**src/common/fmap_settings.svh**
```systemverilog
`ifndef FMAP_SETTINGS_SVH
`define FMAP_SETTINGS_SVH

// Pixel and map geometry
`define FMAP_DATA_WIDTH 32
`define FMAP_IFM_SIZE 8
`define FMAP_ADDR_W 6

// Two groups of banks, one bank per unit in each
`define FMAP_UNITS 3
`define FMAP_GROUPS 2

// APB side
`define FMAP_APB_ADDR_W 12
`define FMAP_CTRL_BIT 11 // Set in PADDR selects CTRL

`endif

```
**src/common/fmap_pkg.sv**
```systemverilog
`default_nettype none

`include "fmap_settings.svh"

package fmap_pkg;

	// One feature-map pixel
	typedef logic [`FMAP_DATA_WIDTH-1:0] pixel_t;

	// Pixel index inside one map
	typedef logic [`FMAP_ADDR_W-1:0] pix_addr_t;

	// Unit number, code 3 is out of range
	typedef logic [$clog2(`FMAP_UNITS)-1:0] unit_idx_t;

	// Ping-pong group number
	typedef logic [$clog2(`FMAP_GROUPS)-1:0] group_t;

endpackage

`default_nettype wire

```
**src/common/fmap_access_if.sv**
```systemverilog
`timescale 1ns/1ps
`default_nettype none

interface fmap_access_if;

	logic en; // One cycle per access
	logic we;
	fmap_pkg::unit_idx_t unit;
	fmap_pkg::pix_addr_t addr;
	fmap_pkg::pixel_t wdata;
	fmap_pkg::pixel_t rdata; // Valid the cycle after a read

	modport host (
		output en,
		output we,
		output unit,
		output addr,
		output wdata,
		input rdata
	);

	modport array (
		input en,
		input we,
		input unit,
		input addr,
		input wdata,
		output rdata
	);

endinterface

`default_nettype wire

```
**src/design/apb_fmap_port.sv**
```systemverilog
`timescale 1ns/1ps
`default_nettype none

`include "fmap_settings.svh"

module apb_fmap_port (
	input wire clk,
	input wire reset,
	input wire psel,
	input wire penable,
	input wire pwrite,
	input wire [`FMAP_APB_ADDR_W-1:0] paddr,
	input wire fmap_pkg::pixel_t pwdata,
	output fmap_pkg::pixel_t prdata,
	output logic pready,
	output logic pslverr,
	fmap_access_if.host host,
	output fmap_pkg::group_t host_group
);

	localparam int ADDR_LSB = 2; // Word aligned pixel index
	localparam int UNIT_LSB = 8;

	logic is_ctrl;
	logic bad_unit;
	logic first_cycle;
	logic rd_wait;
	fmap_pkg::group_t ctrl_q;
	fmap_pkg::unit_idx_t unit;

	assign is_ctrl = paddr[`FMAP_CTRL_BIT];
	assign unit = paddr[UNIT_LSB +: $bits(fmap_pkg::unit_idx_t)];
	assign bad_unit = !is_ctrl && (unit >= `FMAP_UNITS);

	// Access phase, excluding the wait cycle of a pixel read
	assign first_cycle = psel && penable && !rd_wait;

	assign host.en = first_cycle && !is_ctrl && !bad_unit;
	assign host.we = pwrite;
	assign host.unit = unit;
	assign host.addr = paddr[ADDR_LSB +: $bits(fmap_pkg::pix_addr_t)];
	assign host.wdata = pwdata;

	assign pready = psel && penable && (rd_wait || pwrite || is_ctrl || bad_unit);
	assign pslverr = first_cycle && bad_unit;

	always_comb
	begin
		if (rd_wait)
			prdata = host.rdata;
		else if (is_ctrl)
			prdata = fmap_pkg::pixel_t'(ctrl_q);
		else
			prdata = '0;
	end

	always_ff @(posedge clk)
	begin
		if (reset)
		begin
			rd_wait <= 1'b0;
			ctrl_q <= '0;
		end
		else
		begin
			rd_wait <= host.en && !pwrite; // One wait state per pixel read
			if (first_cycle && is_ctrl && pwrite)
				ctrl_q <= pwdata[0 +: $bits(fmap_pkg::group_t)];
		end
	end

	assign host_group = ctrl_q;

endmodule

`default_nettype wire

```
**src/flat_wrapper.sv**
```systemverilog
// flat-port wrapper written by rule: the top's interface ports become plain ports
module apb_fmap_port_flat 
  (clk, reset, psel, penable, pwrite, paddr, pwdata, prdata, pready, pslverr, host_group, host_en, host_we, host_unit, host_addr, host_wdata, host_rdata);
  fmap_access_if host_i ();
  input wire clk;
  input wire reset;
  input wire psel;
  input wire penable;
  input wire pwrite;
  input wire [`FMAP_APB_ADDR_W-1:0] paddr;
  input wire fmap_pkg::pixel_t pwdata;
  output fmap_pkg::pixel_t prdata;
  output logic pready;
  output logic pslverr;
  output fmap_pkg::group_t host_group;
  output wire logic [$bits(host_i.en)-1:0] host_en;
  output wire logic [$bits(host_i.we)-1:0] host_we;
  output wire logic [$bits(host_i.unit)-1:0] host_unit;
  output wire logic [$bits(host_i.addr)-1:0] host_addr;
  output wire logic [$bits(host_i.wdata)-1:0] host_wdata;
  input wire logic [$bits(host_i.rdata)-1:0] host_rdata;
  assign host_en = host_i.en;
  assign host_we = host_i.we;
  assign host_unit = host_i.unit;
  assign host_addr = host_i.addr;
  assign host_wdata = host_i.wdata;
  assign host_i.rdata = host_rdata;
  apb_fmap_port u_core (.clk(clk), .reset(reset), .psel(psel), .penable(penable), .pwrite(pwrite), .paddr(paddr), .pwdata(pwdata), .prdata(prdata), .pready(pready), .pslverr(pslverr), .host(host_i), .host_group(host_group));
endmodule
```
**config.mk**
```make
export PLATFORM = sky130hd
export DESIGN_NAME = apb_fmap_port_flat
export DESIGN_NICKNAME = d
export VERILOG_FILES = /design/src/common/fmap_pkg.sv /design/src/common/fmap_access_if.sv /design/src/design/apb_fmap_port.sv /design/src/flat_wrapper.sv
export VERILOG_INCLUDE_DIRS = /design/src /design/src/common
export SDC_FILE = /design/constraint.sdc
export NUM_CORES = 1
export LEC_CHECK = 0
export BUFFER_PORTS_ARGS = -buffer_cell sky130_fd_sc_hd__buf_2
export CORE_MARGIN = 2
export CORE_UTILIZATION = 20
export DETAILED_ROUTE_END_ITERATION = 8
export HOLD_SLACK_MARGIN = 0.1
export PLACE_DENSITY = 0.76
export SLEW_MARGIN = 20
export SYNTH_ARGS = -nofsm -noshare
export SYNTH_HDL_FRONTEND = slang
export SYNTH_SLANG_ARGS = --single-unit
```
**constraint.sdc**
```tcl
create_clock -name clk -period 1.2 [get_ports clk]
set_clock_uncertainty 0.15 [all_clocks]
set_input_delay 0.3 -clock clk [delete_from_list [all_inputs] [get_ports clk]]
set_output_delay 0.3 -clock clk [all_outputs]
set_load 0.05 [all_outputs]
```
==> results.yml, run 1 <==
pwr:
  vdd_drop_max_mv: 0.346
  switching_share_pct: 38.4
  clkPwrFrac_pct: 35.7
  pwr-share-comb_pct: 50.8
  p_int_uw: 303
  p_switching_uw: 189
  p_seq_share_pct: 13.5
  p_leak_nw: 0.636
  p_per_area_nw_per_um2: 387
  total_power_uw: 491
outcome:
  violations: "negative setup slack"
  status: "finished, violations left"
worst_hold_path:
  hp-class: "primary input to register"
synth:
  synth_seq_cells: 2
  yosys.area_share.adder_pct: 0
  synth_most_common_cell: "buf_4"
  synth_edf_count: 0
  synth_nets: 174
  yosysSeqAreaShare_pct: 6.02
  synth_ff_type: "dfxtp_1"
  avgSynthCellArea_sq_um: 7.16
  ys_warn_count: 0
  yosys.area_share.simple_pct: 41.7
  ys_async_sr_fraction_pct: 0
  synth_top_cell_area_share_pct: 46.2
  synth_area_leaders: "buf_4 (46%), and2_1 (29%), dfxtp_1 (6.0%)"
  synth_compound_gate_area_share_pct: 0.752
  ys_types: 17
  synth_top_family_by_area: "buffers and inverters"
  synthXorXnorAreaFrac_pct: 0
  yosys-mux-area-fraction_pct: 1.50
  synth_area_leader_cell: "buf_4"
  synthesis.area_sq_um: 666
  syn_inst: 93
  yosys-top-cells-count: "buf_4 (41), and2_1 (31), nand2_1 (4)"
critical_path:
  crit_path_max_incr_delay_ps: 360
  critPathArrivalTime_ps: 1140
  crit_slowest_cell: "dfxtp_4"
  crit_required_ps: 750
  crit_type: "register to output port"
  path_common_cell: "buf_6"
  crit_chain: "buf_6 > nor4b_4 > buf_6"
  crit_buf_inv: 2
  start_kind: "register"
  end_kind: "output port"
  crit_fanout: 4
  ff2ff_setup_slack_ps: 60
  crit_family: "flip-flops"
route:
  vias: 728
  drt_iter0_markers: 10
  drt-pass1-iter-count: 2
  drc: 0
  wl_per_cell_um: 11.6
  wirelength_um: 2120
  ant_nets: 0
  via_per_inst: 4.00
global_route:
  grt_usage_pct: 9.41
  grt-ovfl-total: 0
  grt_pass1_wl_um: 2640
  grt_antenna_before_repair: 0
  grt_max_degree: 19
  grt_pass1_vias: 629
place:
  port_buffers: 80
  place_congestion: 0.669
  placed_area_sq_um: 957
  dp_hpwl_um: 1500
finish:
  drive_gt1_share_pct: 94.2
  fillers: 323
  multi_input_area_sq_um: 440
  syn_to_final_growth_pct: 91.0
  postLayoutCellArea_sq_um: 1270
  layout.nets: 220
  diodes: 0
  seq_area_sq_um: 47.5
die:
  fp.dieW_um: 61.7
  fp.dieH_um: 61.7
  die-area_sq_um: 3810
  initial_core_util_pct: 21.5
  coreArea_sq_um: 3100
  num_rows: 20
  num_io_pins: 158
clock_tree:
  root_buffer: "clkbuf_4"
  cts.sinks: 2
  cts_tree: "yes"
  clk_pin_slew_worst_paths_ps: 30
  max-clock-path-buffers: 2
  postCtsSetupBuffers: 0
  htreeDepth: 1
  clk-insertion-delay-late_ps: 240
  cts_made_buffers: 3
timing:
  tightestPinTransition_ps: 273
  clock.fmax_mhz: 631
  finalMaxSlewViolations: 0
  postLayoutSetupSlackWorst_ps: -385
  relSlewSlack_pct: 81.7
  setup_viol: 36
  hold_violations: 0
  layout_min_cycle_time_ps: 1590
  grt_setup_unrepaired: "true"
  final.period_utilization_pct: 132
flow_run:
  cap_violations: 0
-- placed cells by master, fill, tap and decap left out, drive strengths merged --
cell type	synthesis	routed
nor4b	1	1
nand2	4	4
nor4	2	2
nor3	1	1
and2	32	32
nor2	1	1
nand2b	2	2
dlygate4sd3	0	1
clkbuf	1	4
dfxtp	2	2
buf	44	85
o21ai	1	1
mux2i	1	1
nor3b	1	1
-- sequential cells by signal (all words and copies together) (netlist names) --
| name | count |
|---|---|
| u_core.host_group | 1 |
| u_core.rd_wait | 1 |
-- per-layer routing --
metal | vias up | track usage, % | share of wire, %
met2 | 67 | 15.9 | 49
met4 | 0 | 6.99 | 3.5
met3 | 12 | 3.52 | 15
met5 | - | 0 | 0
li1 | 333 | - | -
met1 | 316 | 9.36 | 33
-- worst min-delay path, delay by kind of cell --
| kind | cells | cell delay, ps |
|---|---|---|
| muxes | 1 | 60 |
| and+or+nand+nor | 1 | 60 |
| buffers and inverters | 1 | 100 |
-- kinds of logic (layout without fill, tap and decap cells) --
logic type	after synthesis	in the layout
AO/OA/AOI/OAI	1	1
buffers and inverters	45	90
flip-flops	2	2
multiplexers	1	1
AND/OR/NAND/NOR	44	44
-- what timing repair did --
action | 4_1_cts | 5_1_grt
hold buffers | 1 | 0
endpoints found under the hold margin | 1 | 0
resized for setup | 69 | 15
endpoints found under the setup margin | 37 | 37
pin swaps | 5 | 0
gates cloned | 0 | 0
-- final timing paths --
path / startpoint / cells past startpoint / endpoint
worst max register to register: u_core.rd_wait / 3 / u_core.host_group
worst min-delay path: pwdata[0] / 3 / u_core.host_group
worst max-delay path: u_core.rd_wait / 3 / pslverr
worst min register to register: u_core.host_group / 3 / u_core.host_group
-- per-stage QoR --
step	TNS [ps]	util (%)	setup slack (ps)	hold WS [ps]	cells
after floorplan	-4550	-	-337	221	93
after global placement	-10090	30.8	-360	345	177
after detailed placement	-10160	30.8	-372	347	177
after CTS	-12870	39.1	-399	175	182
after global routing	-14050	41.0	-424	197	182
final	-11910	41.0	-385	176	182
-- layout make-up --
type                    count  share of cell area (%)
well taps                  44                    4.33
multi-input cells          46                    34.6
repair buffers             86                    55.2
flip-flops and latches      2                    3.74
clock buffers               4                    2.07
-- power by group through the flow --
| stage | combinational [mW] | sequential [mW] | clock, mW |
|---|---|---|---|
| floorplan | 0.459 | 0.0706 | 0 |
| global route | 0.265 | 0.0664 | 0.197 |
| finish | 0.250 | 0.0662 | 0.176 |
| detailed placement | 0.214 | 0.0683 | 0 |
| CTS | 0.243 | 0.0662 | 0.185 |
| global placement | 0.212 | 0.0684 | 0 |
Note: power is estimated with default switching activity, not from simulation.
==> inputs of run 2 (changes only) <==
TNS_END_PERCENT = 5   (was not set)
==> run 2 against run 1 <==
  * The run still ends with negative setup slack left
  * Total power fell by 2.6%
  * Die area did not move
  * Core utilization rose by 3.2 points
  * Sequential share of layout area fell by 0.46 points
  * Register-to-register slack barely moved
  * First-iteration DRC count fell by 80%
  * Maximum frequency fell by 1.1%
  * Count of clock-buffer cells in the layout fell by 1
  * Largest power group unchanged
  * Critical path depth did not move
  * Sequential cell count did not move
  * Critical endpoint unchanged
  * Worst setup slack got worse by 17 ps
  * Hold slack improved by 11 ps
==> results.yml, run 2 (same netlist as run 1, synthesis figures left out) <==
timing:
  finalMaxSlewViolations: 0
  final.period_utilization_pct: 134
  layout_min_cycle_time_ps: 1600
  grt_setup_unrepaired: "true"
  tightestPinTransition_ps: 251
  clock.fmax_mhz: 624
  hold_violations: 0
  postLayoutSetupSlackWorst_ps: -402
  relSlewSlack_pct: 83.1
  fin_setup_tns_ps: -12440
  setup_viol: 36
die:
  num_io_pins: 158
  fp.dieW_um: 61.7
  die-area_sq_um: 3810
  initial_core_util_pct: 21.5
  coreArea_sq_um: 3100
  num_rows: 20
  fp.dieH_um: 61.7
global_route:
  grt_pass1_vias: 702
  grt_pass1_wl_um: 3090
  grt_antenna_before_repair: 0
  grt-ovfl-total: 0
  grt_usage_pct: 11.4
  grt_max_degree: 15
critical_path:
  critPathLaunch: "u_core.rd_wait"
  timing.rr.end: "u_core.host_group"
  crit_slowest_cell: "dfxtp_4"
  crit_fanout: 4
  r2r_cells: 3
  reg2reg_from: "u_core.rd_wait"
  crit_buf_inv: 2
  path_common_cell: "buf_6"
  crit_path_max_incr_delay_ps: 360
  ff2ff_setup_slack_ps: 50
  crit_required_ps: 750
  crit_type: "register to output port"
  end_kind: "output port"
  start_kind: "register"
  crit_chain: "buf_6 > nor4b_4 > buf_6"
  critPathArrivalTime_ps: 1150
  crit_family: "flip-flops"
finish:
  syn_to_final_growth_pct: 106
  diodes: 0
  post_layout_nonfiller_instances: 184
  drive_gt1_share_pct: 92.9
  fillers: 315
  final_common_cell: "buf_2"
  final_cell_mix: "buf_2 (43), and2_4 (21), buf_8 (20)"
  layout.nets: 223
clock_tree:
  cts.sinks: 2
  cts_tree: "yes"
  htreeDepth: 1
  clk-insertion-delay-late_ps: 230
  cts_made_buffers: 3
  root_buffer: "clkbuf_4"
  max-clock-path-buffers: 2
  clk_pin_slew_worst_paths_ps: 30
worst_hold_path:
  worst_hold_path.num_cells: 3
  hp-start: "pwdata[0]"
  hp-class: "primary input to register"
  hold_end: "u_core.host_group"
flow_run:
  cap_violations: 0
route:
  vias: 738
  drc: 0
  drt-pass1-iter-count: 2
  wirelength_um: 2310
  wl_per_cell_um: 12.5
  via_per_inst: 4.01
  ant_nets: 0
  drt_iter0_markers: 2
place:
  port_buffers: 80
  placed_cells: 177
  dp_hpwl_um: 1560
  dpl_worst_slack_ps: -330
  place_congestion: 0.676
pwr:
  p_per_area_nw_per_um2: 349
  p_leak_nw: 0.673
  vdd_drop_max_mv: 0.422
outcome:
  status: "finished, violations left"
  violations: "negative setup slack"
[run 2: changes by cell type in the layout (fill, tap and decap cells not counted), sizes merged]
cell	before	now
buf	85	88
clkbuf	4	3
[run 2: cell type report]
| type | count | area (sq um) | share of cell area (%) |
|---|---|---|---|
| multi-input cells | 46 | 410 | 29.9 |
| clock buffers | 3 | 22.5 | 1.64 |
| well taps | 44 | 55.1 | 4.01 |
| flip-flops and latches | 2 | 45.0 | 3.28 |
| repair buffers | 89 | 838 | 61.1 |
[run 2: how the worst max path moves through the flow]
stage | end | slack [ps] | cells after the start
after CTS | prdata[11] | -410 | 4
after detailed placement | prdata[0] | -330 | 4
after global placement | host_en | -310 | 4
after floorplan | pslverr | -340 | 2
after global routing | pslverr | -460 | 3
final | pslverr | -400 | 3
[run 2: timing repair]
action / 4_1_cts / 5_1_grt
endpoints found under the setup margin: 36 / 37
resized for setup: 91 / 26
hold endpoints to repair: 1 / 0
buffers inserted: 1 / 1
gates cloned: 1 / 0
hold buffers: 1 / 0
pin swaps: 6 / 1
[run 2: power breakdown]
group	switching, mW	total (mW)	internal [mW]
registers	0.00132	0.0678	0.0665
logic	0.134	0.253	0.119
clock network	0.0461	0.157	0.111
total	0.181	0.478	0.297
[run 2: stage by stage]
| step | utilization (%) | cell area [sq um] | power [mW] | hold slack [ps] |
|---|---|---|---|---|
| detailed placement | 29.5 | 915 | 0.275 | 345 |
| global placement | 29.5 | 915 | 0.274 | 343 |
| finish | 44.2 | 1370 | 0.478 | 186 |
| floorplan | - | 727 | 0.522 | 221 |
| global route | 44.2 | 1370 | 0.512 | 214 |
| CTS | 41.3 | 1280 | 0.472 | 187 |
[run 2: worst register-to-register path, stage by stage, from the launching register on]
cell and delay [ps]:
dfxtp_4 360, buf_6 140, nor3_1 220, mux2i_1 200
[run 2: routing by layer]
metal	up-vias	wire [um]	track usage [%]
li1	339	-	-
met1	326	695	10.5
met2	59	1240	20.5
met3	14	279	3.93
met4	0	92	8.51
met5	-	0	0
